### src/common/uartPkg.sv
package uartPkg;

  ////////////////////////////////////////
  // Register map
  ////////////////////////////////////////

  localparam logic [1:0] addrBrg = 2'd0;  // Baud divisor.
  localparam logic [1:0] addrCtl = 2'd1;  // Control and status.
  localparam logic [1:0] addrTxr = 2'd2;  // Transmit byte.
  localparam logic [1:0] addrRxr = 2'd3;  // Receive byte.

  ////////////////////////////////////////
  // Frame format
  ////////////////////////////////////////

  // Start bit, eight data bits, stop bit.
  localparam int frameBits = 10;

  ////////////////////////////////////////
  // Control/status word
  ////////////////////////////////////////

  typedef struct packed {
    logic [9:0] rsvdHi;  // Always zero.
    logic       rxNew;   // Unread receive byte.
    logic       txBusy;  // Frame in flight.
    logic [2:0] rsvdLo;  // Always zero.
    logic       enable;  // Bit 0.
  } ctlStatusS;

  // Bus sees the raw word, logic sees the fields.
  typedef union packed {
    logic [15:0] raw;
    ctlStatusS   fields;
  } ctlStatusU;

endpackage

### src/uartRx/uartRx.sv
`timescale 1ns/100ps

module uartRx import uartPkg::*; #(
  parameter int divWidth = 16
) (
  input  logic                clk,
  input  logic                rstN,
  input  logic                enable,
  input  logic [divWidth-1:0] baudDiv,
  input  logic                rxIn,
  input  logic                rxRead,
  output logic [7:0]          rxByte,
  output logic                rxNew,
  output logic                rxInt
);

  localparam int cntWidth = $clog2(frameBits);

  logic                 rxBusy;     // Frame in progress.
  logic [divWidth-1:0]  baudCnt;    // Cycles into current bit.
  logic [cntWidth-1:0]  bitCnt;     // Bits already received.
  logic [frameBits-1:0] shiftReg;   // Newest sample at the top.
  logic [frameBits-1:0] shiftNext;
  logic                 beginRx;
  logic                 baudMatch;
  logic                 takeSample;
  logic                 lastBit;
  logic                 frameEnd;

  ////////////////////////////////////////
  // Bit timing
  ////////////////////////////////////////

  assign beginRx    = enable & ~rxBusy & ~rxIn;          // Start bit edge.
  assign baudMatch  = (baudCnt == baudDiv);
  assign takeSample = rxBusy & (baudCnt == (baudDiv >> 1));  // Mid-bit.
  assign lastBit    = (bitCnt == cntWidth'(frameBits - 1));
  assign frameEnd   = rxBusy & baudMatch & lastBit;

  always_ff @(posedge clk or negedge rstN) begin
    if (!rstN) begin
      baudCnt <= '0;
    end else if (!enable || beginRx || baudMatch) begin
      baudCnt <= '0;
    end else if (rxBusy) begin
      baudCnt <= baudCnt + 1'b1;
    end
  end

  always_ff @(posedge clk or negedge rstN) begin
    if (!rstN) begin
      bitCnt <= '0;
    end else if (!enable || beginRx) begin
      bitCnt <= '0;
    end else if (rxBusy && baudMatch) begin
      bitCnt <= bitCnt + 1'b1;
    end
  end

  ////////////////////////////////////////
  // Sampling
  ////////////////////////////////////////

  // Includes a sample landing on the final edge.
  always_comb begin
    if (takeSample) begin
      shiftNext = {rxIn, shiftReg[frameBits-1:1]};
    end else begin
      shiftNext = shiftReg;
    end
  end

  always_ff @(posedge clk) begin
    shiftReg <= shiftNext;
  end

  ////////////////////////////////////////
  // Frame state and status
  ////////////////////////////////////////

  always_ff @(posedge clk or negedge rstN) begin
    if (!rstN) begin
      rxBusy <= 1'b0;
      rxInt  <= 1'b0;
    end else begin
      rxInt <= frameEnd & enable;  // One cycle at frame end.
      if (!enable || frameEnd) begin
        rxBusy <= 1'b0;
      end else if (beginRx) begin
        rxBusy <= 1'b1;
      end
    end
  end

  // Data bits sit between start and stop.
  always_ff @(posedge clk or negedge rstN) begin
    if (!rstN) begin
      rxByte <= 8'h00;
    end else if (frameEnd && enable) begin
      rxByte <= shiftNext[8:1];  // Overwrites an unread byte.
    end
  end

  // Set beats clear when both land together.
  always_ff @(posedge clk or negedge rstN) begin
    if (!rstN) begin
      rxNew <= 1'b0;
    end else if (frameEnd && enable) begin
      rxNew <= 1'b1;
    end else if (rxRead) begin
      rxNew <= 1'b0;
    end
  end

endmodule

### config.mk
export PLATFORM = sky130hd
export DESIGN_NAME = uartRx
export DESIGN_NICKNAME = d
export VERILOG_FILES = /design/src/common/uartPkg.sv /design/src/uartRx/uartRx.sv
export SDC_FILE = /design/constraint.sdc
export NUM_CORES = 1
export LEC_CHECK = 0
export BUFFER_PORTS_ARGS = -buffer_cell sky130_fd_sc_hd__buf_2
export CAP_MARGIN = 5
export CELL_PAD_IN_SITES_DETAIL_PLACEMENT = 0
export CELL_PAD_IN_SITES_GLOBAL_PLACEMENT = 2
export CORE_ASPECT_RATIO = 1.1
export CORE_MARGIN = 8
export CORE_UTILIZATION = 37
export CTS_BUF_LIST = sky130_fd_sc_hd__clkbuf_4 sky130_fd_sc_hd__clkbuf_8 sky130_fd_sc_hd__clkbuf_16
export DETAILED_ROUTE_END_ITERATION = 6
export PLACE_DENSITY = 0.82
export RECOVER_POWER = 25
export SETUP_SLACK_MARGIN = 0.3
export SLEW_MARGIN = 10
export SYNTH_ARGS = -nofsm -noshare
export SYNTH_HDL_FRONTEND = slang
export SYNTH_SLANG_ARGS = --single-unit
### constraint.sdc
create_clock -name clk -period 2.8 [get_ports clk]
set_input_delay 0.56 -clock clk [delete_from_list [all_inputs] [get_ports clk]]
set_output_delay 0.56 -clock clk [all_outputs]
set_load 0.03 [all_outputs]
# [Yosys cells after proc, flatten, opt, wreduce, memory -nomap -nowiden]
# Index checks and enable logic that the tools add are counted.
[totals] regBits=41 in_bits=21 output_inout_bits=10 wordCells=40
[classes] addsub=2 eq_ne=3 n_mux=9 bitwise=8 n_reduce_logical=10
[ops] operator="16-bit 2-to-1 mux" n=2
[ops] operator="16-bit by 1-bit adder with 16-bit output (second input constant)" n=1
[ops] operator="16-bit by 15-bit equality test with 1-bit output" n=1
[ops] operator="16-bit equality test" n=1
[ops] operator="9-bit 2-to-1 mux" n=1
[ops] operator="4-bit 2-to-1 mux" n=2
[ops] operator="2-bit nonzero test" n=4
[ops] operator="1-bit bitwise AND" n=6
[ops] operator="4-bit by 1-bit adder with 4-bit output (second input constant)" n=1
[ops] operator="4-bit equality test (second input constant)" n=1
[ops] operator="1-bit 2-to-1 mux" n=4
[ops] operator="1-bit logical OR" n=3
[ops] operator="1-bit logical AND" n=2
[ops] operator="1-bit inverter" n=2
[ops] operator="1-bit zero test" n=1

# [Logic depth before layout (Yosys ltp)]
# Gate-level depths: netlist of run 1.
[depth] word_depth=6 ltp_mapped=8 mapped_depth_nobuf=6

# [Worst setup path after synthesis of run 1]
# No wires, ideal clock.
[synth_timing] kind="input to register" startpoint="input port baudDiv[11]" endpoint="register rxByte[0]" t_arrival_ps=2052 required_time_ps=2675 setup_slack_ps=623 cell_stages=6 cell_sequence="xnor2_1 nand4_1 or4_1 buf_6 mux2_4 mux2_2"
[synth_between] word_cells_on_any_way=7 cone_classes="eq/ne: 2; mux: 1; bitwise: 3; reduce/logical: 1"
[synth_lines] item="start, declared" line="uartRx.sv:9" rtl="input logic [divWidth-1:0] baudDiv,"
[synth_lines] item="16-bit by 15-bit equality test with 1-bit output" line="uartRx.sv:36" rtl="assign takeSample = rxBusy & (baudCnt == (baudDiv >> 1));"
[synth_lines] item="1-bit bitwise AND" line="uartRx.sv:36"
[synth_lines] item="9-bit 2-to-1 mux" line="uartRx.sv:66" rtl="if (takeSample) begin"
[synth_lines] item="named net shiftNext[1]" line="uartRx.sv:23" rtl="logic [frameBits-1:0] shiftNext;"
[synth_lines] item="end signal, assigned" line="uartRx.sv:100" rtl="rxByte <= shiftNext[8:1];"
[synth_lines] item="end, declared" line="uartRx.sv:12" rtl="output logic [7:0] rxByte,"
# The timed path passes the listed nets, and every way through them passes these cells.
# A chain may end at the register's enable or synchronous reset.

# [Final worst setup path of run 1]
[layout_timing] startpoint="register baudCnt[9]" endpoint="register rxByte[0]"
[layout_between] word_cells_on_any_way=7 cone_classes="eq/ne: 2; mux: 1; bitwise: 3; reduce/logical: 1"
[layout_lines] item="start, declared" line="uartRx.sv:20" rtl="logic [divWidth-1:0] baudCnt;"
[layout_lines] item="start signal, assigned" line="uartRx.sv:46" rtl="baudCnt <= baudCnt + 1'b1;"
[layout_lines] item="16-bit by 15-bit equality test with 1-bit output" line="uartRx.sv:36"
[layout_lines] item="1-bit bitwise AND" line="uartRx.sv:36"
[layout_lines] item="9-bit 2-to-1 mux" line="uartRx.sv:66"
[layout_lines] item="named net shiftNext[1]" line="uartRx.sv:23"
# The timed path passes the listed nets, and every way through them passes these cells.

==> out/metrics.yaml, run 1 <==
synth:
  yosysTopAreaCell: "dfrtp_1"
  synth_most_common_cell: "xnor2_1"
  synth_commonest_cells: "32 x xnor2_1, 31 x dfrtp_1, 20 x nor2_1"
  synth_cell_types: 33
  synth_seq_cells: 40
  ys_seq_area_share_pct: 44.6
  synth_warnings: 0
  synth_top_area_share_pct: 35.8
  syn_inst: 197
  syn-cell-area_um2: 2170
  synthArstFlopShare_pct: 77.5
  syn_avg_cell_area_um2: 11.0
  syn-num-nets: 221
  synth_ff_type: "dfrtp_1"
  post_synth_main_area_contributors: "dfrtp_1 36%, xnor2_1 13%, dfxtp_1 7.4%, mux2_4 5.5%, xor2_1 4.8%"
  synth_edf_count: 1
global_routing:
  overflow: 0
  grt_pass1_vias: 1586
  grt_max_degree: 32
  grt_pass1_wl_mm: 7.72
  gr-usage-all-layers_pct: 11.8
  antenna_found_initial: 0
worst_hold_path:
  min_delay_path_depth: 2
  hold_start: "rxRead"
  hp-class: "in -> reg"
  holdPathEnd: "rxNew"
power:
  p_leak_nw: 1.15
  p_int_w: 0.000886
  clock_power_share_pct: 42.1
  power_frac_seq_pct: 50.3
  power.total_w: 0.00116
  power.share.switching_pct: 23.6
  comb_power_share_pct: 7.6
  irDropWorstVdd_v: 0.000267
  p_per_area_nw_per_um2: 467
  net-switching-power_w: 0.000273
clock_network:
  cts.hold.buffers_added: 0
  cts_root_buf: "clkbuf_8"
  cts_resized: 0
  clockBufferDepth: 2
  insertion_delay_ns: 0.29
  clk_pin_slew_ns: 0.09
  cts_tree: "yes"
  clkSinkCount: 40
  htree_levels: 2
  postCtsSetupRepairBufs: 0
  cts-buffers-inserted: 5
drt:
  ant_nets: 0
  wl_per_cell_um: 14.5
  wl_met1_mm: 2.08
  wl_mm: 4.45
  vias_per_cell: 4.81
  wl_met3_um: 285
  vias: 1471
  wl_met2_mm: 2.04
  drtIter0Drc: 55
  dr.pass1.iters: 4
  drc: 0
  maxUsedRoutingLayer: "met4"
floorplanning:
  die_area_um2: 8560
  die_x_um: 89.0
  die_y_um: 96.3
  core-area_um2: 5730
  start_util_pct: 37.8
  io_pins: 31
  rows: 29
place:
  hpwl_mm: 3.29
  port_buffers: 30
  gp_congestion: 0.807
cells_and_area:
  syn_to_final_growth_pct: 14.5
  drive_above_1_share_pct: 25.8
  final_nets: 252
  fillerInstances: 589
  ff_latch_area_um2: 966
  diodes: 0
  multi_input_area_um2: 1120
critical_path:
  critPathLaunchType: "flip-flop"
  crit_path_max_fanout: 8
  r2r-end: "rxByte[0]"
  crit_required_ns: 2.98
  cp.arrival_ns: 2.55
  crit_chain: "xnor2_1 -> nand4_1 -> or4_1 -> mux2_4 -> mux2_2"
  critical_path.endpoint_type: "flip-flop"
  r2r_cells: 5
  crit_type: "reg -> reg"
  cp_slowest_cell: "or4_1"
  max_stage_delay_ns: 0.78
  reg2reg_from: "baudCnt[9]"
  regToRegSetupSlack_ns: 0.43
sta:
  finClkSkew_ns: 0.00916
  report.final.slew_viol_count: 32
  rsz0062_at_grt: "no"
  relSlewSlack_pct: -16.0
  hold_viol: 0
  setup_viol: 0
  whs_ns: 0.438
  tns_ns: 0
  finalCriticalPeriod_ns: 2.37
  timing.final.crit_share_pct: 84.7
  tightest_slew_ns: 1.74
  fmax_mhz: 422
run_status:
  outcome: "finished, violations left"
  violations: "max-capacitance violations, max-slew violations"
flow_run:
  drv_cap: 1
-- final cells by class --
| class | instances | area share [%] |
|---|---|---|
| Clock buffer | 5 | 2.77 |
| Sequential cell | 40 | 38.9 |
| Clock inverter | 3 | 1.82 |
| Tap cell | 77 | 3.88 |
| Timing Repair Buffer | 33 | 6.86 |
| Multi-Input combinational cell | 143 | 45.0 |
| Inverter | 5 | 0.756 |
-- layer usage --
metal	GRT usage [%]	vias up
li1	-	739
met1	14.6	693
met2	18.8	35
met3	4.01	4
met4	4.02	0
met5	0	-
-- worst max-delay path: cells and delay by family, from the launching register on --
family        cells  cell delay [ns]
flops             1             0.45
mux               2             0.65
simple gates      2             0.90
xor+xnor          1             0.26
-- worst max-delay path by stage --
stage                            from         to  depth (start not counted)
after global placement    baudDiv[10]  rxByte[6]                          6
after floorplan           baudDiv[11]  rxByte[0]                          6
after detailed placement  baudDiv[10]  rxByte[5]                          6
final                      baudCnt[9]  rxByte[0]                          5
after global routing       baudCnt[9]  rxByte[5]                          5
after CTS                  baudCnt[9]  rxByte[5]                          5
-- through the flow --
stage,setup slack [ns],cells,instance area (µm²),utilization [%]
after floorplan,0.623,197,2170,-
after global placement,0.205,298,2370,41.3
after detailed placement,0.210,298,2370,41.3
after CTS,0.438,306,2480,43.3
after global routing,0.304,306,2480,43.3
final,0.430,306,2480,43.3
-- flip-flops by register name (all words and copies together), names as in the netlist --
register  flops
shiftReg      9
rxBusy        1
rxInt         1
rxNew         1
bitCnt        4
rxByte        8
baudCnt      16
-- layout by cell type (no fill, tap or decap), types with 2 or more instances in the layout --
| cell | synthesis | layout |
|---|---|---|
| xnor2_1 | 32 | 32 |
| dfrtp_1 | 31 | 31 |
| buf_2 | 2 | 28 |
| nor2_1 | 20 | 20 |
| nand4_1 | 16 | 16 |
| xor2_1 | 12 | 12 |
| nand2_1 | 11 | 11 |
| mux2_4 | 8 | 8 |
| mux2_2 | 8 | 8 |
| dfxtp_1 | 8 | 8 |
| inv_1 | 5 | 5 |
| clkbuf_8 | 0 | 5 |
| and3_1 | 4 | 4 |
| nand3_1 | 4 | 4 |
| nand2b_1 | 3 | 3 |
| mux2i_1 | 3 | 3 |
| a31oi_1 | 3 | 3 |
| ha_1 | 3 | 3 |
| buf_4 | 0 | 3 |
| xnor2_2 | 2 | 2 |
| o21ai_0 | 2 | 2 |
| a41o_1 | 2 | 2 |
| clkbuf_1 | 3 | 2 |
-- power groups by stage --
stage / combinational [W] / sequential [W] / clock, W
after floorplan: 0.0000446 / 0.000595 / 0
after global placement: 0.0000913 / 0.000595 / 0
after detailed placement: 0.0000902 / 0.000595 / 0
after CTS: 0.0000907 / 0.000583 / 0.000502
after global routing: 0.0000999 / 0.000583 / 0.000529
final: 0.0000881 / 0.000583 / 0.000488
-- cells by family after synthesis --
family          share of synthesized area (%)
fa+ha+maj                                1.73
simple gates                             16.6
buf+inv                                  3.93
compound gates                           2.83
flops                                    44.6
xor+xnor                                 19.3
mux                                      11.1
Power figures use the tool's default switching activity.
==> run 2, diff against run 1 <==
--- a/config.mk
+++ b/config.mk
@@ -5,16 +5,17 @@
 export SDC_FILE = /design/constraint.sdc
 export NUM_CORES = 1
 export LEC_CHECK = 0
+export ABC_AREA = 1
 export BUFFER_PORTS_ARGS = -buffer_cell sky130_fd_sc_hd__buf_2
 export CAP_MARGIN = 5
 export CELL_PAD_IN_SITES_DETAIL_PLACEMENT = 0
 export CELL_PAD_IN_SITES_GLOBAL_PLACEMENT = 2
 export CORE_ASPECT_RATIO = 1.1
 export CORE_MARGIN = 8
-export CORE_UTILIZATION = 37
+export CORE_UTILIZATION = 33
 export CTS_BUF_LIST = sky130_fd_sc_hd__clkbuf_4 sky130_fd_sc_hd__clkbuf_8 sky130_fd_sc_hd__clkbuf_16
 export DETAILED_ROUTE_END_ITERATION = 6
-export PLACE_DENSITY = 0.82
+export PLACE_DENSITY = 0.83
 export RECOVER_POWER = 25
 export SETUP_SLACK_MARGIN = 0.3
 export SLEW_MARGIN = 10
==> constraint.sdc (replaced) <==
create_clock -name clk -period 2.5 [get_ports clk]
set_input_delay 0.5 -clock clk [delete_from_list [all_inputs] [get_ports clk]]
set_output_delay 0.5 -clock clk [all_outputs]
set_load 0.03 [all_outputs]
==> run 2 against run 1 <==
The flow still finishes with violations (max-capacitance violations, max-slew violations); cell count increased by 72%; via count is 59% higher; cell area up 22%; clock power is 6.8% higher; core utilization shrank 5.0 points; worst setup slack better by 0.21 ns; fmax increased by 28%; synthesized cell count rose by 95%; largest cell class unchanged; largest power group unchanged.
==> out/metrics.yaml, run 2 <==
run_status:
  outcome: "finished, violations left"
  violations: "max-capacitance violations, max-slew violations"
worst_hold_path:
  hp-class: "in -> reg"
critical_path:
  cp_slowest_cell: "dfrtp_1"
  crit_chain: "inv_2 -> nand2_1 -> nand2_1 -> inv_1 -> nand2_1 -> nor2_1 -> nand2_1 -> o21ai_2 -> nor3_1"
  max_stage_delay_ns: 0.49  # -0.29 ns
  critical_path.endpoint_type: "flip-flop"
  crit_type: "reg -> reg"
  crit_buf_inv: 2  # +2
  crit_required_ns: 2.67  # -0.31 ns
  cp_common_cell: "nand2_1"
  critPathLaunchType: "flip-flop"
  crit_family: "simple AND/OR/NAND/NOR gates"
  cp.arrival_ns: 2.03  # -0.52 ns
  crit_path_max_fanout: 11  # +3
clock_network:
  cts.hold.buffers_added: 0  # unchanged
  htree_levels: 2  # unchanged
  cts_tree: "yes"
  cts_root_buf: "clkbuf_8"
  clkSinkCount: 40  # unchanged
  clk_pin_slew_ns: 0.09  # about the same
  postCtsSetupRepairBufs: 0  # unchanged
  cts_resized: 0  # unchanged
  cts-buffers-inserted: 5  # unchanged
  insertion_delay_ns: 0.31  # +0.02 ns
  clockBufferDepth: 2  # unchanged
place:
  hpwl_mm: 5.26  # +60%
  port_buffers: 30  # unchanged
  gp_congestion: 0.780  # -3.3%
  place_inst: 518  # +74%
cells_and_area:
  layout_commonest_cell: "nand2_1"
  final_cell_mix: "145 x nand2_1, 44 x inv_1, 34 x nor2_1"
  ff_latch_area_um2: 966  # unchanged
  syn_to_final_growth_pct: 13.8
  largestRegisters: "baudCnt x16, shiftReg x9, rxByte x8"
  top_register: "baudCnt"
  fin_cells: 526  # +72%
  drive_above_1_share_pct: 20.6  # -5.2 points
  utilization_pct: 38.3  # -5.0 points
  multi_input_area_um2: 1430  # +28%
  diodes: 0  # unchanged
  final_nets: 441  # +75%
  fillerInstances: 889  # +51%
  largest_reg_flops: 16  # unchanged
sta:
  finClkSkew_ns: 0.0130  # +0.00389 ns
  tightest_slew_ns: 1.85  # +0.110 ns
  hold_viol: 0  # unchanged
  timing.final.crit_share_pct: 74.3  # -10 points
  fmax_mhz: 539  # +28%
  setup_viol: 0  # unchanged
  tns_ns: 0  # unchanged
  finalCriticalPeriod_ns: 1.86  # -0.514 ns
  rsz0062_at_grt: "no"
  report.final.slew_viol_count: 32  # unchanged
  relSlewSlack_pct: -23.4  # -7.4 points
global_routing:
  grt_pass1_vias: 2315  # +46%
  grt_pass1_wl_mm: 11.1  # +44%
  gr-usage-all-layers_pct: 12.9  # +1.1 points
  overflow: 0  # unchanged
  antenna_found_initial: 0  # unchanged
  grt_max_degree: 32  # unchanged
drt:
  wl_per_cell_um: 12.7  # -13%
  drtIter0Drc: 88  # +60%
  ant_nets: 0  # unchanged
  dr.pass1.iters: 4  # unchanged
  vias: 2342  # +59%
  vias_per_cell: 4.45  # -7.4%
  wl_mm: 6.68  # +50%
  drc: 0  # unchanged
floorplanning:
  start_util_pct: 33.7  # -4.1 points
  die_x_um: 101  # +14%
  core-area_um2: 7870  # +37%
  rows: 34  # +17%
  io_pins: 31  # unchanged
  die_y_um: 110  # +14%
  die_area_um2: 11200  # +30%
synth:
  synth_commonest_cells: "145 x nand2_1, 44 x inv_1, 34 x nor2_1"
  synth_top_area_share_pct: 29.3  # -6.5 points
  syn_avg_cell_area_um2: 6.90  # -37%
  yosysTopAreaCell: "dfrtp_1"
  synth_seq_cells: 40  # unchanged
  synth_most_common_cell: "nand2_1"
  syn-cell-area_um2: 2650  # +22%
  synth_cell_types: 31  # -6.1%
  ys_seq_area_share_pct: 36.4  # -8.1 points
  syn-num-nets: 408  # +85%
  syn_inst: 384  # +95%
  synthArstFlopShare_pct: 77.5  # unchanged
  synth_ff_type: "dfrtp_1"
  post_synth_main_area_contributors: "dfrtp_1 29%, nand2_1 21%, inv_1 6.2%, dfxtp_1 6.0%, nor2_1 4.8%"
  synth_edf_count: 1  # unchanged
  synth_warnings: 0  # unchanged
power:
  p_leak_nw: 1.64  # +42%
  irDropWorstVdd_v: 0.000166  # -38%
  p_per_area_nw_per_um2: 431  # -7.6%
flow_run:
  drv_cap: 1  # unchanged
[run 2: changes by cell type after synthesis, sizes merged, moves of 16 or more]
| cell | change |
|---|---|
| nand2 | +152 |
| inv | +49 |
| xnor2 | -31 |
| nor2 | +27 |
| nand3 | +22 |
| mux2 | -16 |
[run 2: path summary, 6_finish.rpt]
path,start,end,slack (ns),cells past startpoint
max in group asynchronous,rstN,rxByte[4],0.74,1
worst min-delay path,rxRead,rxNew,0.36,2
worst max-delay path,baudCnt[3],baudCnt[11],0.64,9
worst min register to register,shiftReg[1],shiftReg[1],0.47,2
worst max register to register,baudCnt[3],baudCnt[11],0.64,9
min in group asynchronous,rstN,rxByte[7],0.69,1
[run 2: metal layers]
layer / global-route usage, % / vias up / share of wire (%)
li1: - / 1235 / -
met2: 22.4 / 43 / 50
met4: 5.01 / 0 / 1.9
met1: 15.3 / 1053 / 44
met3: 2.70 / 11 / 4.2
met5: 0 / - / 0
[run 2: area by class of cell]
class | instances | area share (%)
Multi-Input combinational cell | 283 | 47.5
Sequential cell | 40 | 32.0
Inverter | 54 | 6.72
Timing Repair Buffer | 33 | 5.64
Tap cell | 108 | 4.48
Clock buffer | 6 | 3.11
Clock inverter | 2 | 0.539
[run 2: stage by stage]
stage / setup WS (ns) / total power, W / hold WS [ns] / cell area [µm²]
after floorplan: 1.02 / 0.000742 / 0.204 / 2650
after global placement: 0.304 / 0.000795 / 0.441 / 2900
after detailed placement: 0.269 / 0.000796 / 0.452 / 2900
after CTS: 0.328 / 0.00133 / 0.287 / 3010
after global routing: 0.387 / 0.00135 / 0.366 / 3020
final: 0.643 / 0.00130 / 0.364 / 3020
[run 2: cells by family after synthesis]
kind of cell    share of synthesized area [%]
simple gates                             45.5
buf+inv                                  9.68
flops                                    36.4
fa+ha+maj                                1.42
xor+xnor                                 3.64
compound gates                           3.30
[run 2: where the power goes]
part | total [W] | internal [W] | switching, W
Sequential | 0.000652 | 0.000649 | 0.00000303
Combinational | 0.000128 | 0.0000412 | 0.0000870
Clock | 0.000521 | 0.000261 | 0.000260
