[config.mk]
export PLATFORM = sky130hd
export DESIGN_NAME = uartTx
export DESIGN_NICKNAME = d
export VERILOG_FILES = /design/src/common/uartPkg.sv /design/src/uartTx/uartTx.sv
export SDC_FILE = /design/constraint.sdc
export NUM_CORES = 1
export LEC_CHECK = 0
export BUFFER_PORTS_ARGS = -buffer_cell sky130_fd_sc_hd__buf_2
export CORE_ASPECT_RATIO = 1.2
export CORE_UTILIZATION = 30
export CTS_CLUSTER_SIZE = 28
export DETAILED_ROUTE_END_ITERATION = 10
export PLACE_DENSITY = 0.5
export SLEW_MARGIN = 20
export SYNTH_ARGS = -nofsm -noshare
export SYNTH_HDL_FRONTEND = slang
export SYNTH_SLANG_ARGS = --single-unit
[constraint.sdc]
create_clock -name clk -period 2.35 [get_ports clk]
set_clock_uncertainty 0.1 [all_clocks]
set_input_delay 0.1175 -clock clk [delete_from_list [all_inputs] [get_ports clk]]
set_output_delay 0.1175 -clock clk [all_outputs]
set_load 0.01 [all_outputs]
[src/common/uartPkg.sv]
package uartPkg;

  ////////////////////////////////////////
  // Register map
  ////////////////////////////////////////

  localparam logic [1:0] addrBrg = 2'd0;  // Baud divisor.
  localparam logic [1:0] addrCtl = 2'd1;  // Control and status.
  localparam logic [1:0] addrTxr = 2'd2;  // Transmit byte.
  localparam logic [1:0] addrRxr = 2'd3;  // Receive byte.

  ////////////////////////////////////////
  // Frame format
  ////////////////////////////////////////

  // Start bit, eight data bits, stop bit.
  localparam int frameBits = 10;

  ////////////////////////////////////////
  // Control/status word
  ////////////////////////////////////////

  typedef struct packed {
    logic [9:0] rsvdHi;  // Always zero.
    logic       rxNew;   // Unread receive byte.
    logic       txBusy;  // Frame in flight.
    logic [2:0] rsvdLo;  // Always zero.
    logic       enable;  // Bit 0.
  } ctlStatusS;

  // Bus sees the raw word, logic sees the fields.
  typedef union packed {
    logic [15:0] raw;
    ctlStatusS   fields;
  } ctlStatusU;

endpackage

[src/uartTx/uartTx.sv]
`timescale 1ns/100ps

module uartTx import uartPkg::*; #(
  parameter int divWidth = 16
) (
  input  logic                clk,
  input  logic                rstN,
  input  logic                enable,
  input  logic [divWidth-1:0] baudDiv,
  input  logic                txStart,
  input  logic [7:0]          txByte,
  output logic                txBusy,
  output logic                txOut,
  output logic                txInt
);

  localparam int cntWidth = $clog2(frameBits);

  logic [divWidth-1:0]  baudCnt;   // Cycles into current bit.
  logic [cntWidth-1:0]  bitCnt;    // Bits already sent.
  logic [frameBits-1:0] shiftReg;  // Line bit at index 0.
  logic                 baudMatch;
  logic                 lastBit;

  ////////////////////////////////////////
  // Bit timing
  ////////////////////////////////////////

  assign baudMatch = (baudCnt == baudDiv);       // End of bit period.
  assign lastBit   = (bitCnt == cntWidth'(frameBits - 1));  // Stop bit.

  always_ff @(posedge clk or negedge rstN) begin
    if (!rstN) begin
      baudCnt <= '0;
    end else if (!enable || txStart || baudMatch) begin
      baudCnt <= '0;
    end else if (txBusy) begin
      baudCnt <= baudCnt + 1'b1;
    end
  end

  always_ff @(posedge clk or negedge rstN) begin
    if (!rstN) begin
      bitCnt <= '0;
    end else if (!enable || txStart) begin
      bitCnt <= '0;
    end else if (txBusy && baudMatch) begin
      bitCnt <= bitCnt + 1'b1;
    end
  end

  ////////////////////////////////////////
  // Frame state
  ////////////////////////////////////////

  always_ff @(posedge clk or negedge rstN) begin
    if (!rstN) begin
      txBusy <= 1'b0;
      txInt  <= 1'b0;
    end else begin
      txInt <= 1'b0;                           // Pulse by default.
      if (!enable) begin
        txBusy <= 1'b0;                        // Abort, no interrupt.
      end else if (txStart) begin
        txBusy <= 1'b1;
      end else if (txBusy && baudMatch && lastBit) begin
        txBusy <= 1'b0;
        txInt  <= 1'b1;                        // Same edge busy drops.
      end
    end
  end

  // Load stop, data, start; shift ones in behind.
  always_ff @(posedge clk) begin
    if (txStart) begin
      shiftReg <= {1'b1, txByte, 1'b0};
    end else if (txBusy && baudMatch) begin
      shiftReg <= {1'b1, shiftReg[frameBits-1:1]};
    end
  end

  // High when enabled and idle, or sending a one.
  assign txOut = enable & (~txBusy | shiftReg[0]);

endmodule

Yosys cells after proc, flatten, opt, wreduce, memory -nomap -nowiden. Cells that the tools add are included.

Register bits after elaboration: 31. Input port bits: 28. Output and inout bits: 3. Word-level logic and storage cells: 34.

Add/subtract/negate cells: 2. Equal/unequal tests: 3. Mux-type cells: 12. Bitwise gates (word level): 3. Reduce and logical (&&, ||, !) cells: 8.

Operators with widths (number): 16-bit 2-to-1 mux (2); 9-bit 2-to-1 mux (2); 16-bit by 1-bit adder with 16-bit output, second input constant (1); 16-bit == test (1); 4-bit 2-to-1 mux (2); 1-bit 2-to-1 mux (6); 2-bit nonzero test (3); 4-bit by 1-bit adder with 4-bit output, second input constant (1); 4-bit == test, second input constant (1); 3-bit by 1-bit inequality test with 1-bit output, second input constant (1); 1-bit logical AND (2); 1-bit logical OR (2); 1-bit AND (1); 1-bit zero test (1); 1-bit inverter (1); 1-bit bitwise OR (1).

Logic depth before layout (Yosys ltp). Gate-level depths: netlist of run 1.

Depth in word-level cells: 6. Gate-level depth with buffers: 7. Depth with buffers taken out: 6.

Least setup slack after synthesis of run 1. No wires, ideal clock.

Path kind: reg-to-reg. From: register baudCnt[10]. To: register shiftReg[1] (enable). Library setup time: 328 ps. Arrival: 1627 ps. Required time: 1922 ps. Path slack: 295 ps. Cell stages (with the launch flop): 6. Path buffers: 0. Period minus slack after synthesis: 2055 ps. Cell sequence: dfrtp_1 xnor2_1 nand4_1 nor4_4 nand2_1 or2b_1.

Word-level cells in the longest chain between the ends: 3.

RTL lines: from (decl) (RTL line uartTx.sv:19) `logic [divWidth-1:0] baudCnt;`; from (signal assigned) (RTL line uartTx.sv:38) `baudCnt <= baudCnt + 1'b1;`; 16-bit == test (RTL line uartTx.sv:29) `assign baudMatch = (baudCnt == baudDiv);`; 1-bit logical AND (RTL line uartTx.sv:77) `end else if (txBusy && baudMatch) begin`; 2-bit nonzero test (no source line); to (signal assigned) (RTL line uartTx.sv:76) `shiftReg <= {1'b1, txByte, 1'b0};`; to (signal assigned) (RTL line uartTx.sv:78) `shiftReg <= {1'b1, shiftReg[frameBits-1:1]};`; to (decl) (RTL line uartTx.sv:21) `logic [frameBits-1:0] shiftReg;`.

No other way between the ends. A chain may end at the register's enable or synchronous reset.

Worst setup path after layout of run 1.
From: register baudCnt[8]. To: register shiftReg[1] (enable).

Same word-level chain as after synthesis.

==> results of run 1 <==
==> critical path, cell delays in order (launching register included) <==
cell and delay [ns]:
sky130_fd_sc_hd__dfrtp_1 0.43, sky130_fd_sc_hd__xnor2_1 0.20, sky130_fd_sc_hd__nand4_1 0.16, sky130_fd_sc_hd__nor4_4 0.33, sky130_fd_sc_hd__nand2_1 0.10, sky130_fd_sc_hd__or2b_1 0.38
==> cell families (layout without fill, tap and decap cells) <==
logic type / count (synthesis) / after routing / synth area share, %
flops: 31 / 31 / 47.5
simple gates: 79 / 79 / 23.4
xor+xnor: 31 / 31 / 15.9
mux: 3 / 3 / 1.76
fa+ha+maj: 3 / 3 / 2.20
buf+inv: 11 / 47 / 3.81
compound gates: 16 / 16 / 5.42
==> routing by layer <==
metal | part of all wire [%] | routed length (um)
met1 | 48 | 1730
met2 | 46 | 1660
met3 | 4.9 | 178
met4 | 1.6 | 57
met5 | 0 | 0
==> Yosys cell counts, drive strengths merged (4+ instances only) <==
cell type / count / area (um2)
nor2: 24 / 92.6
xor2: 6 / 52.6
nand4: 7 / 43.8
buf: 4 / 38.8
xnor2: 25 / 219
dfrtp: 22 / 551
nand3: 12 / 60.1
inv: 4 / 15.0
nand2: 18 / 67.6
o21ai: 9 / 45.0
edfxtp: 8 / 240
nand2b: 5 / 31.3
==> worst min-delay path by stage <==
stage	depth (start not counted)	to	startpoint	slack (ns)
5_1_grt	3	shiftReg[1]	txByte[0]	0.02
3_5_place_dp	1	baudCnt[5]	rstN	0.03
3_3_place_gp	1	baudCnt[4]	rstN	0.03
2_1_floorplan	0	baudCnt[0]	rstN	-0.28
4_1_cts	3	shiftReg[7]	txByte[6]	0.003
6_report	3	shiftReg[8]	txByte[7]	0.01
==> flip-flops by register name (all words and copies together) (netlist names) <==
signal    count
shiftReg      9
bitCnt        4
txBusy        1
txInt         1
baudCnt      16
==> cell usage in the layout, fill, tap and decap left out, types with 6 or more instances in the layout <==
cell                        n
sky130_fd_sc_hd__buf_2     30
sky130_fd_sc_hd__dfrtp_1   22
sky130_fd_sc_hd__edfxtp_1   8
sky130_fd_sc_hd__nand2_1   18
sky130_fd_sc_hd__nand3_1   12
sky130_fd_sc_hd__nand4_1    7
sky130_fd_sc_hd__nor2_1    23
sky130_fd_sc_hd__o21ai_0    8
sky130_fd_sc_hd__xnor2_1   25
sky130_fd_sc_hd__xor2_1     6
==> per-stage QoR <==
| step | hold WS (ns) | instances |
|---|---|---|
| 2_1_floorplan | -0.278 | 174 |
| 3_3_place_gp | 0.0279 | 263 |
| 3_5_place_dp | 0.0324 | 263 |
| 4_1_cts | 0.00291 | 272 |
| 5_1_grt | 0.0213 | 272 |
| 6_report | 0.0104 | 272 |
==> final cells by class <==
type	count	area share, %
Clock buffer	6	3.62
Timing Repair Buffer	35	9.48
Inverter	4	0.749
Multi-Input combinational cell	132	41.5
Clock inverter	2	0.374
Tap cell	62	3.87
Sequential cell	31	40.4
==> power breakdown <==
| group | switching [uW] | internal, uW |
|---|---|---|
| Sequential | 5.08 | 567 |
| Combinational | 53.6 | 40.7 |
| Clock | 202 | 202 |
| Total | 261 | 810 |
==> flow_summary.html, run 1 <==
<table>
<tr><th>Metric</th><th>Value</th></tr>
<tr><th colspan="2">Die</th></tr>
<tr><td>Number of cell rows</td><td>29</td></tr>
<tr><td>Overall die area</td><td>0.00600 mm2</td></tr>
<tr><td>Floorplan core area</td><td>0.00537 mm2</td></tr>
<tr><td>Die width</td><td>70.9 um</td></tr>
<tr><td>Number of ports placed on the die boundary</td><td>31</td></tr>
<tr><td>Initial cell density of the core</td><td>31.8%</td></tr>
<tr><td>Die Y-Extent</td><td>84.7 um</td></tr>
<tr><th colspan="2">Clock network</th></tr>
<tr><td>Clock net sink count</td><td>31</td></tr>
<tr><td>Post-CTS Repair Setup Buffers</td><td>0</td></tr>
<tr><td>Number of gates resized after CTS</td><td>0</td></tr>
<tr><td>Count of H-tree levels built during CTS</td><td>2</td></tr>
<tr><td>Clk Tree Root Cell</td><td>sky130_fd_sc_hd__clkbuf_8</td></tr>
<tr><td>Cts bufs inserted</td><td>5</td></tr>
<tr><td>Clock tree from TritonCTS</td><td>done</td></tr>
<tr><td>Maximum number of buffers from clock root to sink</td><td>2</td></tr>
<tr><td>Number of buffers inserted by hold repair at cts</td><td>1</td></tr>
<tr><td>Clock input transition at the sequential cells of the worst setup and hold paths</td><td>0.07 ns</td></tr>
<tr><td>Clk Latency, worst-skew pair</td><td>0.28 ns</td></tr>
<tr><th colspan="2">Layout</th></tr>
<tr><td>Layout Nets</td><td>240</td></tr>
<tr><td>Non-Filler Cell Area, Final</td><td>0.00201 mm2</td></tr>
<tr><td>Syn-to-layout area delta</td><td>17.4%</td></tr>
<tr><td>Ratio of cells with drive above 1 in the final layout</td><td>20.5%</td></tr>
<tr><td>Core occupancy in the finished layout</td><td>37.3%</td></tr>
<tr><td>Multi-input gate area in the final layout</td><td>832 um2</td></tr>
<tr><td>Reg area</td><td>811 um2</td></tr>
<tr><td>Number of antenna cells inserted</td><td>0</td></tr>
<tr><td>Fillers</td><td>562</td></tr>
<tr><th colspan="2">Place</th></tr>
<tr><td>Weighted congestion at the end of routability-driven global placement</td><td>0.695</td></tr>
<tr><td>PortBufs</td><td>30</td></tr>
<tr><td>Placement-stage worst setup slack</td><td>0.287 ns</td></tr>
<tr><td>Dpl cell area</td><td>0.00192 mm2</td></tr>
<tr><td>Detail Placement HPWL</td><td>2590 um</td></tr>
<tr><th colspan="2">Logic synthesis</th></tr>
<tr><td>Cell Area, Synth</td><td>0.00171 mm2</td></tr>
<tr><td>Seq cells post-synth</td><td>31</td></tr>
<tr><td>Average cell area after synthesis</td><td>9.82 um2</td></tr>
<tr><td>Post-synth net total</td><td>205</td></tr>
<tr><td>Netlist cell types</td><td>34</td></tr>
<tr><td>Yosys Warn Count</td><td>0</td></tr>
<tr><td>Number of synthesized flops with an enable pin</td><td>8</td></tr>
<tr><td>Sequential element share of the synthesized area</td><td>47.5%</td></tr>
<tr><td>Dominant register cell in the synthesized netlist</td><td>sky130_fd_sc_hd__dfrtp_1</td></tr>
<tr><td>Cells after Synth</td><td>174</td></tr>
<tr><td>Fraction of registers with async set or reset after synthesis</td><td>71.0%</td></tr>
<tr><th colspan="2">Critical path</th></tr>
<tr><td>Data arrival at the endpoint of the critical path</td><td>1.87 ns</td></tr>
<tr><td>Type of element launching the critical path</td><td>flip-flop</td></tr>
<tr><td>Critical Path Fanout Max</td><td>8</td></tr>
<tr><td>Crit Reg-Reg Startpoint</td><td>baudCnt[8]</td></tr>
<tr><td>Terminus of the critical flop-to-flop path</td><td>shiftReg[1]</td></tr>
<tr><td>Data required, critical path</td><td>2.20 ns</td></tr>
<tr><td>Flop2flop setup slack</td><td>0.32 ns</td></tr>
<tr><td>First element of the critical path</td><td>baudCnt[8]</td></tr>
<tr><td>Critical path destination</td><td>shiftReg[1]</td></tr>
<tr><td>Worst reg2reg path depth</td><td>5</td></tr>
<tr><td>Element type at the critical path end</td><td>flip-flop</td></tr>
<tr><td>Critical path type</td><td>flip-flop to flip-flop</td></tr>
<tr><th colspan="2">GRT</th></tr>
<tr><td>Wire length of the first global-routing pass</td><td>6350 um</td></tr>
<tr><td>Congestion Overflow GR</td><td>0</td></tr>
<tr><td>GR Util met1</td><td>18.2%</td></tr>
<tr><td>Busiest metal layer after global routing</td><td>met2</td></tr>
<tr><td>Routing usage on met3</td><td>3.72%</td></tr>
<tr><td>Number of antenna violations at the first check in global routing</td><td>0</td></tr>
<tr><td>Met2 track demand over resource</td><td>21.4%</td></tr>
<tr><td>Largest net degree at the start of global routing</td><td>24</td></tr>
<tr><td>Vias in the first global route</td><td>1308</td></tr>
<tr><td>Total global routing track utilization</td><td>13.9%</td></tr>
<tr><th colspan="2">Routing</th></tr>
<tr><td>Vias per cell</td><td>4.68</td></tr>
<tr><td>Pre-antenna DRT Iters</td><td>7</td></tr>
<tr><td>Violation count after the first detailed-routing iteration</td><td>76</td></tr>
<tr><td>DRC</td><td>4</td></tr>
<tr><td>Routed WL per cell</td><td>13.3 um</td></tr>
<tr><td>Antenna Violating Nets Remaining</td><td>0</td></tr>
<tr><td>Vias after detailed routing</td><td>1272</td></tr>
<tr><td>Final wirelength</td><td>3620 um</td></tr>
<tr><th colspan="2">Timing</th></tr>
<tr><td>Number of endpoints failing setup at the final stage</td><td>0</td></tr>
<tr><td>Unrepaired setup endpoints after global routing</td><td>false</td></tr>
<tr><td>Slew of the pin with the lowest slew margin</td><td>0.537 ns</td></tr>
<tr><td>Max-slew violation total from the final report</td><td>0</td></tr>
<tr><td>Worst Setup Slack, final</td><td>0.323 ns</td></tr>
<tr><td>Final setup TNS</td><td>0 ns</td></tr>
<tr><td>Final worst path period share</td><td>86.3%</td></tr>
<tr><td>Achievable clock frequency</td><td>493 MHz</td></tr>
<tr><td>Endpoints failing hold</td><td>0</td></tr>
<tr><td>Rel. slew slack</td><td>64.2%</td></tr>
<tr><td>Minimum clock period after layout</td><td>2.03 ns</td></tr>
<tr><th colspan="2">Min path</th></tr>
<tr><td>Type of the tightest min-delay check</td><td>primary input to flip-flop</td></tr>
<tr><th colspan="2">Power and ir drop</th></tr>
<tr><td>Post-layout power</td><td>1070 uW</td></tr>
<tr><td>Cell Pwr Density</td><td>534 mW/mm2</td></tr>
<tr><td>Peak supply drop</td><td>0.280 mV</td></tr>
<tr><td>Leakage power summed over all cells</td><td>0.000821 uW</td></tr>
<tr><th colspan="2">Status</th></tr>
<tr><td>Violations in the final reports</td><td>DRC</td></tr>
<tr><td>Result of the run</td><td>complete, but fails checks</td></tr>
<tr><th colspan="2">Flow run</th></tr>
<tr><td>Max-capacitance violation count</td><td>0</td></tr>
</table>
No activity file was read; power rests on OpenSTA's default activity.
==> run 2, diff against run 1 <==
==> constraint.sdc (replaced) <==
create_clock -name clk -period 2.6 [get_ports clk]
set_clock_uncertainty 0.1 [all_clocks]
set_input_delay 0.13 -clock clk [delete_from_list [all_inputs] [get_ports clk]]
set_output_delay 0.13 -clock clk [all_outputs]
set_load 0.01 [all_outputs]
==> flow_summary.html, run 2 (synthesized netlist as in run 1, its figures left out) <==
<table>
<tr><th>Metric</th><th>Value</th></tr>
<tr><th colspan="2">Status</th></tr>
<tr><td>Result of the run</td><td>complete, no violations</td></tr>
<tr><th colspan="2">Timing</th></tr>
<tr><td>Unrepaired setup endpoints after global routing</td><td>false</td></tr>
<tr><td>Worst Setup Slack, final</td><td>0.467 ns (+0.144 ns)</td></tr>
<tr><td>Final worst path period share</td><td>82.0% (-4.2 points)</td></tr>
<tr><td>Final setup TNS</td><td>0 ns (unchanged)</td></tr>
<tr><td>Rel. slew slack</td><td>66.2% (+1.9 points)</td></tr>
<tr><td>Number of endpoints failing setup at the final stage</td><td>0 (unchanged)</td></tr>
<tr><td>Slew of the pin with the lowest slew margin</td><td>0.508 ns (-0.0288 ns)</td></tr>
<tr><td>Achievable clock frequency</td><td>469 MHz (-5.0%)</td></tr>
<tr><td>Minimum clock period after layout</td><td>2.13 ns (+0.106 ns)</td></tr>
<tr><td>Max-slew violation total from the final report</td><td>0 (unchanged)</td></tr>
<tr><td>Endpoints failing hold</td><td>0 (unchanged)</td></tr>
<tr><th colspan="2">Routing</th></tr>
<tr><td>Violation count after the first detailed-routing iteration</td><td>68 (-11%)</td></tr>
<tr><td>Final wirelength</td><td>3390 um (-6.3%)</td></tr>
<tr><td>Vias per cell</td><td>4.73 (+1.2%)</td></tr>
<tr><td>Pre-antenna DRT Iters</td><td>6 (-1)</td></tr>
<tr><td>DRC</td><td>0 (-4)</td></tr>
<tr><td>Antenna Violating Nets Remaining</td><td>0 (unchanged)</td></tr>
<tr><td>Vias after detailed routing</td><td>1283 (+0.86%)</td></tr>
<tr><td>Routed WL per cell</td><td>12.5 um (-5.9%)</td></tr>
<tr><th colspan="2">Clock network</th></tr>
<tr><td>Clock net sink count</td><td>31 (unchanged)</td></tr>
<tr><td>Clk Latency, worst-skew pair</td><td>0.28 ns (about the same)</td></tr>
<tr><td>Clk Tree Root Cell</td><td>sky130_fd_sc_hd__clkbuf_8</td></tr>
<tr><td>Maximum number of buffers from clock root to sink</td><td>2 (unchanged)</td></tr>
<tr><td>Cts bufs inserted</td><td>5 (unchanged)</td></tr>
<tr><td>Clock input transition at the sequential cells of the worst setup and hold paths</td><td>0.07 ns (about the same)</td></tr>
<tr><td>Count of H-tree levels built during CTS</td><td>2 (unchanged)</td></tr>
<tr><td>Clock tree from TritonCTS</td><td>done</td></tr>
<tr><th colspan="2">Critical path</th></tr>
<tr><td>Top cell family by delay on the critical path</td><td>simple AND/OR/NAND/NOR gates</td></tr>
<tr><td>Count of buffer and inverter cells on the critical path</td><td>0 (unchanged)</td></tr>
<tr><td>Data required, critical path</td><td>2.45 ns (+0.25 ns)</td></tr>
<tr><td>Element type at the critical path end</td><td>flip-flop</td></tr>
<tr><td>Crit-path cells</td><td>xnor2_1 -&gt; nand4_1 -&gt; nor4_4 -&gt; nand2_1 -&gt; or2b_1</td></tr>
<tr><td>Critical path type</td><td>flip-flop to flip-flop</td></tr>
<tr><td>Critical Path Fanout Max</td><td>8 (unchanged)</td></tr>
<tr><td>Crit path largest cell delay</td><td>0.43 ns (about the same)</td></tr>
<tr><td>Slowest cell on the critical path</td><td>sky130_fd_sc_hd__dfrtp_1</td></tr>
<tr><td>Data arrival at the endpoint of the critical path</td><td>1.99 ns (+0.12 ns)</td></tr>
<tr><td>Type of element launching the critical path</td><td>flip-flop</td></tr>
<tr><th colspan="2">Layout</th></tr>
<tr><td>Ratio of cells with drive above 1 in the final layout</td><td>20.6% (+0.098 points)</td></tr>
<tr><td>Number of antenna cells inserted</td><td>0 (unchanged)</td></tr>
<tr><td>Final standard cell count with taps included and fillers excluded</td><td>271 (-0.37%)</td></tr>
<tr><td>Core occupancy in the finished layout</td><td>37.2% (-0.12 points)</td></tr>
<tr><td>Most flop-heavy register</td><td>baudCnt</td></tr>
<tr><td>Fillers</td><td>560 (-0.36%)</td></tr>
<tr><td>Syn-to-layout area delta</td><td>17.1%</td></tr>
<tr><td>Layout Nets</td><td>239 (-0.42%)</td></tr>
<tr><td>Commonest non-fill, non-tap cells in the layout</td><td>sky130_fd_sc_hd__buf_2, sky130_fd_sc_hd__xnor2_1, sky130_fd_sc_hd__nor2_1</td></tr>
<tr><td>Most common library cell in the layout ignoring fill and taps</td><td>sky130_fd_sc_hd__buf_2</td></tr>
<tr><td>Flip-flop count of the largest register, all copies and words added</td><td>16 (unchanged)</td></tr>
<tr><td>Registers with the most flip-flops</td><td>baudCnt x16, shiftReg x9, bitCnt x4</td></tr>
<tr><th colspan="2">Power and ir drop</th></tr>
<tr><td>Cell Pwr Density</td><td>486 mW/mm2 (-8.9%)</td></tr>
<tr><td>Peak supply drop</td><td>0.225 mV (-19%)</td></tr>
<tr><td>Leakage power summed over all cells</td><td>0.000819 uW (-0.27%)</td></tr>
<tr><td>Post-layout power</td><td>972 uW (-9.2%)</td></tr>
<tr><th colspan="2">GRT</th></tr>
<tr><td>Congestion Overflow GR</td><td>0 (unchanged)</td></tr>
<tr><td>Largest net degree at the start of global routing</td><td>24 (unchanged)</td></tr>
<tr><td>Total global routing track utilization</td><td>13.1% (-0.79 points)</td></tr>
<tr><td>Number of antenna violations at the first check in global routing</td><td>0 (unchanged)</td></tr>
<tr><td>Vias in the first global route</td><td>1262 (-3.5%)</td></tr>
<tr><td>Wire length of the first global-routing pass</td><td>5930 um (-6.7%)</td></tr>
<tr><th colspan="2">Die</th></tr>
<tr><td>Floorplan core area</td><td>0.00537 mm2 (unchanged)</td></tr>
<tr><td>Number of cell rows</td><td>29 (unchanged)</td></tr>
<tr><td>Initial cell density of the core</td><td>31.8% (unchanged)</td></tr>
<tr><td>Die width</td><td>70.9 um (unchanged)</td></tr>
<tr><td>Die Y-Extent</td><td>84.7 um (unchanged)</td></tr>
<tr><td>Overall die area</td><td>0.00600 mm2 (unchanged)</td></tr>
<tr><td>Number of ports placed on the die boundary</td><td>31 (unchanged)</td></tr>
<tr><th colspan="2">Place</th></tr>
<tr><td>Number of placed instances with taps included</td><td>262 (-0.38%)</td></tr>
<tr><td>Detail Placement HPWL</td><td>2500 um (-3.3%)</td></tr>
<tr><td>Weighted congestion at the end of routability-driven global placement</td><td>0.711 (+2.3%)</td></tr>
<tr><td>PortBufs</td><td>30 (unchanged)</td></tr>
<tr><td>Placement-stage worst setup slack</td><td>0.420 ns (+0.133 ns)</td></tr>
<tr><th colspan="2">Flow run</th></tr>
<tr><td>Max-capacitance violation count</td><td>0 (unchanged)</td></tr>
<tr><th colspan="2">Min path</th></tr>
<tr><td>Type of the tightest min-delay check</td><td>primary input to flip-flop</td></tr>
</table>
==> run 2: cell count changes in the layout (fill, tap and decap cells not counted) <==
cell and delta:
sky130_fd_sc_hd__clkinv_1 -2, sky130_fd_sc_hd__buf_4 -1, sky130_fd_sc_hd__clkbuf_1 +1, sky130_fd_sc_hd__clkinv_2 +1
==> run 2: worst reg2reg max path, cell delays in order, from the launching register on <==
cell and delay, ns:
sky130_fd_sc_hd__dfrtp_1 0.43, sky130_fd_sc_hd__xnor2_1 0.20, sky130_fd_sc_hd__nand4_1 0.15, sky130_fd_sc_hd__nor4_4 0.33
sky130_fd_sc_hd__nand2_1 0.18, sky130_fd_sc_hd__or2b_1 0.42
==> run 2: per-stage QoR <==
step	instance area [um2]	hold slack [ns]
6_report	2000	0.0169
5_1_grt	2000	0.0389
3_3_place_gp	1910	0.0356
2_1_floorplan	1710	-0.266
4_1_cts	2000	0.00975
3_5_place_dp	1910	0.0318
==> run 2: routing by layer <==
metal | track usage (%) | vias to the layer above | routed length (um)
met2 | 19.9 | 39 | 1540
li1 | - | 657 | -
met3 | 4.32 | 6 | 186
met4 | 6.73 | 0 | 77
met1 | 16.4 | 581 | 1590
met5 | 0 | - | 0
==> run 2: worst paths after layout <==
path	start	end	slack, ns	depth (start not counted)
worst max-delay path	baudCnt[8]	shiftReg[7]	0.47	5
worst min-delay path	enable	txBusy	0.02	3
worst max register to register	baudCnt[8]	shiftReg[7]	0.47	5
worst min register to register	shiftReg[0]	shiftReg[0]	0.39	2
max in group asynchronous	rstN	txInt	1.81	2
min in group asynchronous	rstN	baudCnt[4]	0.24	2
==> run 2: power by group <==
group          internal, uW  switching [uW]
combinational          36.8            43.8
clock                   188             183
sequential              513            8.22
==> run 2: layout make-up <==
type	instances	area, um2	area share (%)
Multi-Input combinational cell	132	832	41.6
Sequential cell	31	811	40.6
Timing Repair Buffer	34	183	9.14
Tap cell	62	77.6	3.88
Clock buffer	7	76.3	3.82
Inverter	4	15.0	0.751
Clock inverter	1	5.00	0.250
==> run 2: timing repair <==
action,in CTS,in global routing
hold buffers,1,0
setup buffers,0,0
hold endpoints to repair,22,0
resized for setup,0,0
==> run 3, diff against run 2 <==
==> constraint.sdc (replaced) <==
create_clock -name clk -period 2.1 [get_ports clk]
set_clock_uncertainty 0.1 [all_clocks]
set_input_delay 0.105 -clock clk [delete_from_list [all_inputs] [get_ports clk]]
set_output_delay 0.105 -clock clk [all_outputs]
set_load 0.01 [all_outputs]
==> flow_summary.html, run 3 (synthesized netlist as in run 1, its figures left out) <==
<table>
<tr><th>Metric</th><th>Value</th></tr>
<tr><th colspan="2">Clock network</th></tr>
<tr><td>Cts bufs inserted</td><td>5 (unchanged)</td></tr>
<tr><td>Clock tree from TritonCTS</td><td>done</td></tr>
<tr><td>Maximum number of buffers from clock root to sink</td><td>2 (unchanged)</td></tr>
<tr><td>Clock input transition at the sequential cells of the worst setup and hold paths</td><td>0.07 ns (about the same)</td></tr>
<tr><td>Clk Latency, worst-skew pair</td><td>0.28 ns (about the same)</td></tr>
<tr><td>Clock net sink count</td><td>31 (unchanged)</td></tr>
<tr><td>Clk Tree Root Cell</td><td>sky130_fd_sc_hd__clkbuf_8</td></tr>
<tr><td>Count of H-tree levels built during CTS</td><td>2 (unchanged)</td></tr>
<tr><th colspan="2">Timing</th></tr>
<tr><td>Achievable clock frequency</td><td>518 MHz (+10%)</td></tr>
<tr><td>Endpoints failing hold</td><td>0 (unchanged)</td></tr>
<tr><td>Slew of the pin with the lowest slew margin</td><td>0.517 ns (+0.00968 ns)</td></tr>
<tr><td>Final setup TNS</td><td>0 ns (unchanged)</td></tr>
<tr><td>Final worst path period share</td><td>92.0% (+10 points)</td></tr>
<tr><td>Rel. slew slack</td><td>65.5% (-0.65 points)</td></tr>
<tr><td>Worst Setup Slack, final</td><td>0.168 ns (-0.299 ns)</td></tr>
<tr><td>Minimum clock period after layout</td><td>1.93 ns (-0.201 ns)</td></tr>
<tr><td>Max-slew violation total from the final report</td><td>0 (unchanged)</td></tr>
<tr><td>Number of endpoints failing setup at the final stage</td><td>0 (unchanged)</td></tr>
<tr><th colspan="2">Routing</th></tr>
<tr><td>Antenna Violating Nets Remaining</td><td>0 (unchanged)</td></tr>
<tr><td>Final wirelength</td><td>3600 um (+6.0%)</td></tr>
<tr><td>Routed WL per cell</td><td>12.8 um (+1.8%)</td></tr>
<tr><td>DRC</td><td>0 (unchanged)</td></tr>
<tr><td>Vias after detailed routing</td><td>1313 (+2.3%)</td></tr>
<tr><td>Pre-antenna DRT Iters</td><td>6 (unchanged)</td></tr>
<tr><td>Vias per cell</td><td>4.66 (-1.7%)</td></tr>
<tr><td>Violation count after the first detailed-routing iteration</td><td>61 (-10%)</td></tr>
<tr><th colspan="2">Layout</th></tr>
<tr><td>Registers with the most flip-flops</td><td>baudCnt x16, shiftReg x9, bitCnt x4</td></tr>
<tr><td>Most common library cell in the layout ignoring fill and taps</td><td>sky130_fd_sc_hd__buf_2</td></tr>
<tr><td>Most flop-heavy register</td><td>baudCnt</td></tr>
<tr><td>Commonest non-fill, non-tap cells in the layout</td><td>sky130_fd_sc_hd__buf_2, sky130_fd_sc_hd__xnor2_1, sky130_fd_sc_hd__nor2_1</td></tr>
<tr><td>Layout Nets</td><td>250 (+4.6%)</td></tr>
<tr><td>Number of antenna cells inserted</td><td>0 (unchanged)</td></tr>
<tr><td>Non-Filler Cell Area, Final</td><td>0.00212 mm2 (+6.1%)</td></tr>
<tr><td>Syn-to-layout area delta</td><td>24.2%</td></tr>
<tr><td>Flip-flop count of the largest register, all copies and words added</td><td>16 (unchanged)</td></tr>
<tr><td>Ratio of cells with drive above 1 in the final layout</td><td>23.2% (+2.6 points)</td></tr>
<tr><th colspan="2">Die</th></tr>
<tr><td>Number of ports placed on the die boundary</td><td>31 (unchanged)</td></tr>
<tr><td>Number of cell rows</td><td>29 (unchanged)</td></tr>
<tr><td>Overall die area</td><td>0.00600 mm2 (unchanged)</td></tr>
<tr><td>Die width</td><td>70.9 um (unchanged)</td></tr>
<tr><td>Initial cell density of the core</td><td>31.8% (unchanged)</td></tr>
<tr><td>Die Y-Extent</td><td>84.7 um (unchanged)</td></tr>
<tr><td>Floorplan core area</td><td>0.00537 mm2 (unchanged)</td></tr>
<tr><th colspan="2">Place</th></tr>
<tr><td>Placement-stage worst setup slack</td><td>0.0841 ns (-0.336 ns)</td></tr>
<tr><td>Detail Placement HPWL</td><td>2600 um (+3.8%)</td></tr>
<tr><td>PortBufs</td><td>30 (unchanged)</td></tr>
<tr><td>Dpl cell area</td><td>0.00197 mm2 (+3.0%)</td></tr>
<tr><td>Weighted congestion at the end of routability-driven global placement</td><td>0.715 (+0.62%)</td></tr>
<tr><th colspan="2">Power and ir drop</th></tr>
<tr><td>Relative contribution of combinational cells to total power</td><td>9.3% (+1.0 points)</td></tr>
<tr><td>Power share of the clock group</td><td>39.2% (+1.1 points)</td></tr>
<tr><td>Power spent charging and discharging nets</td><td>293 uW (+25%)</td></tr>
<tr><td>Peak supply drop</td><td>0.234 mV (+3.6%)</td></tr>
<tr><td>Leakage power summed over all cells</td><td>0.000883 uW (+7.8%)</td></tr>
<tr><td>Sequential share of power</td><td>51.4% (-2.2 points)</td></tr>
<tr><td>Cell Pwr Density</td><td>588 mW/mm2 (+21%)</td></tr>
<tr><td>Switching portion of total power</td><td>23.5% (-0.70 points)</td></tr>
<tr><td>Internal power component</td><td>954 uW (+29%)</td></tr>
<tr><th colspan="2">GRT</th></tr>
<tr><td>Number of antenna violations at the first check in global routing</td><td>0 (unchanged)</td></tr>
<tr><td>Vias in the first global route</td><td>1291 (+2.3%)</td></tr>
<tr><td>Congestion Overflow GR</td><td>0 (unchanged)</td></tr>
<tr><td>Largest net degree at the start of global routing</td><td>24 (unchanged)</td></tr>
<tr><td>Total global routing track utilization</td><td>13.2% (+0.15 points)</td></tr>
<tr><td>Wire length of the first global-routing pass</td><td>6020 um (+1.5%)</td></tr>
<tr><th colspan="2">Min path</th></tr>
<tr><td>Type of the tightest min-delay check</td><td>primary input to flip-flop</td></tr>
<tr><th colspan="2">Status</th></tr>
<tr><td>Result of the run</td><td>complete, no violations</td></tr>
<tr><th colspan="2">Critical path</th></tr>
<tr><td>Type of element launching the critical path</td><td>flip-flop</td></tr>
<tr><td>Critical path type</td><td>flip-flop to flip-flop</td></tr>
<tr><td>Critical Path Fanout Max</td><td>16 (+8)</td></tr>
<tr><td>Element type at the critical path end</td><td>flip-flop</td></tr>
<tr><td>Data arrival at the endpoint of the critical path</td><td>2.00 ns (about the same)</td></tr>
<tr><td>Data required, critical path</td><td>2.17 ns (-0.28 ns)</td></tr>
<tr><th colspan="2">Flow run</th></tr>
<tr><td>Max-capacitance violation count</td><td>0 (unchanged)</td></tr>
</table>
run 3: cell types whose count changed in the layout (fill, tap and decap cells not counted):
cell and delta:
sky130_fd_sc_hd__dlygate4sd3_1 +5, sky130_fd_sc_hd__buf_12 +1, sky130_fd_sc_hd__clkbuf_8 +1, sky130_fd_sc_hd__buf_4 +5, sky130_fd_sc_hd__or2b_4 +1, sky130_fd_sc_hd__or2b_1 -1, sky130_fd_sc_hd__clkbuf_1 -1
run 3: worst paths after layout:
path / depth (start not counted) / endpoint / slack, ns / from
max: 7 / baudCnt[10] / 0.17 / baudCnt[8]
max in group asynchronous: 2 / txInt / 1.32 / rstN
max reg2reg: 7 / baudCnt[10] / 0.17 / baudCnt[8]
min in group asynchronous: 2 / baudCnt[5] / 0.22 / rstN
min reg2reg: 2 / shiftReg[0] / 0.38 / shiftReg[0]
min: 3 / shiftReg[5] / 0.002 / txByte[4]
run 3: cell type report:
type                    instances  area, um2
repair buffers                 45        290
fillers                       557       3250
clock inverters                 1       5.00
well taps                      62       77.6
multi-input cells             132        836
clock buffers                   7       86.3
inverters                       4       15.0
flip-flops and latches         31        811
run 3: power by group through the flow:
| stage | clock (uW) | combinational (uW) | sequential, uW |
|---|---|---|---|
| 5_1_grt | 524 | 130 | 642 |
| 3_3_place_gp | 0 | 109 | 652 |
| 4_1_cts | 503 | 118 | 641 |
| 2_1_floorplan | 0 | 55.3 | 652 |
| 6_report | 489 | 116 | 641 |
| 3_5_place_dp | 0 | 109 | 653 |
run 3: per-layer routing:
layer / vias to the layer above / global-route usage, % / share of wire [%]
li1: 676 / - / -
met1: 598 / 16.1 / 47
met2: 33 / 21.6 / 47
met3: 6 / 3.60 / 4.4
met4: 0 / 6.00 / 1.9
met5: - / 0 / 0
run 3: repair_timing:
item,4_1_cts,5_1_grt
hold buffers,6,0
setup buffers,0,0
setup endpoints to repair,0,8
gates resized for setup,0,1
endpoints found under the hold margin,27,0
run 3: worst max-delay path, cell delays in order, from the launching register on:
cell and delay (ns):
sky130_fd_sc_hd__dfrtp_1 0.39, sky130_fd_sc_hd__xnor2_1 0.20, sky130_fd_sc_hd__nand4_1 0.16, sky130_fd_sc_hd__nor4_4 0.34, sky130_fd_sc_hd__buf_4 0.25, sky130_fd_sc_hd__nand2b_1 0.17, sky130_fd_sc_hd__buf_12 0.16, sky130_fd_sc_hd__nor2_1 0.06
run 3: metrics by stage:
| stage | std cells | power, uW | utilization (%) | hold slack, ns |
|---|---|---|---|---|
| global route | 282 | 1300 | 39.5 | 0.0192 |
| global placement | 268 | 761 | 36.6 | 0.0186 |
| CTS | 282 | 1260 | 39.4 | 0.00110 |
| finish | 282 | 1250 | 39.5 | 0.00189 |
| detailed placement | 268 | 762 | 36.6 | 0.0190 |
| floorplan | 174 | 707 | - | -0.291 |
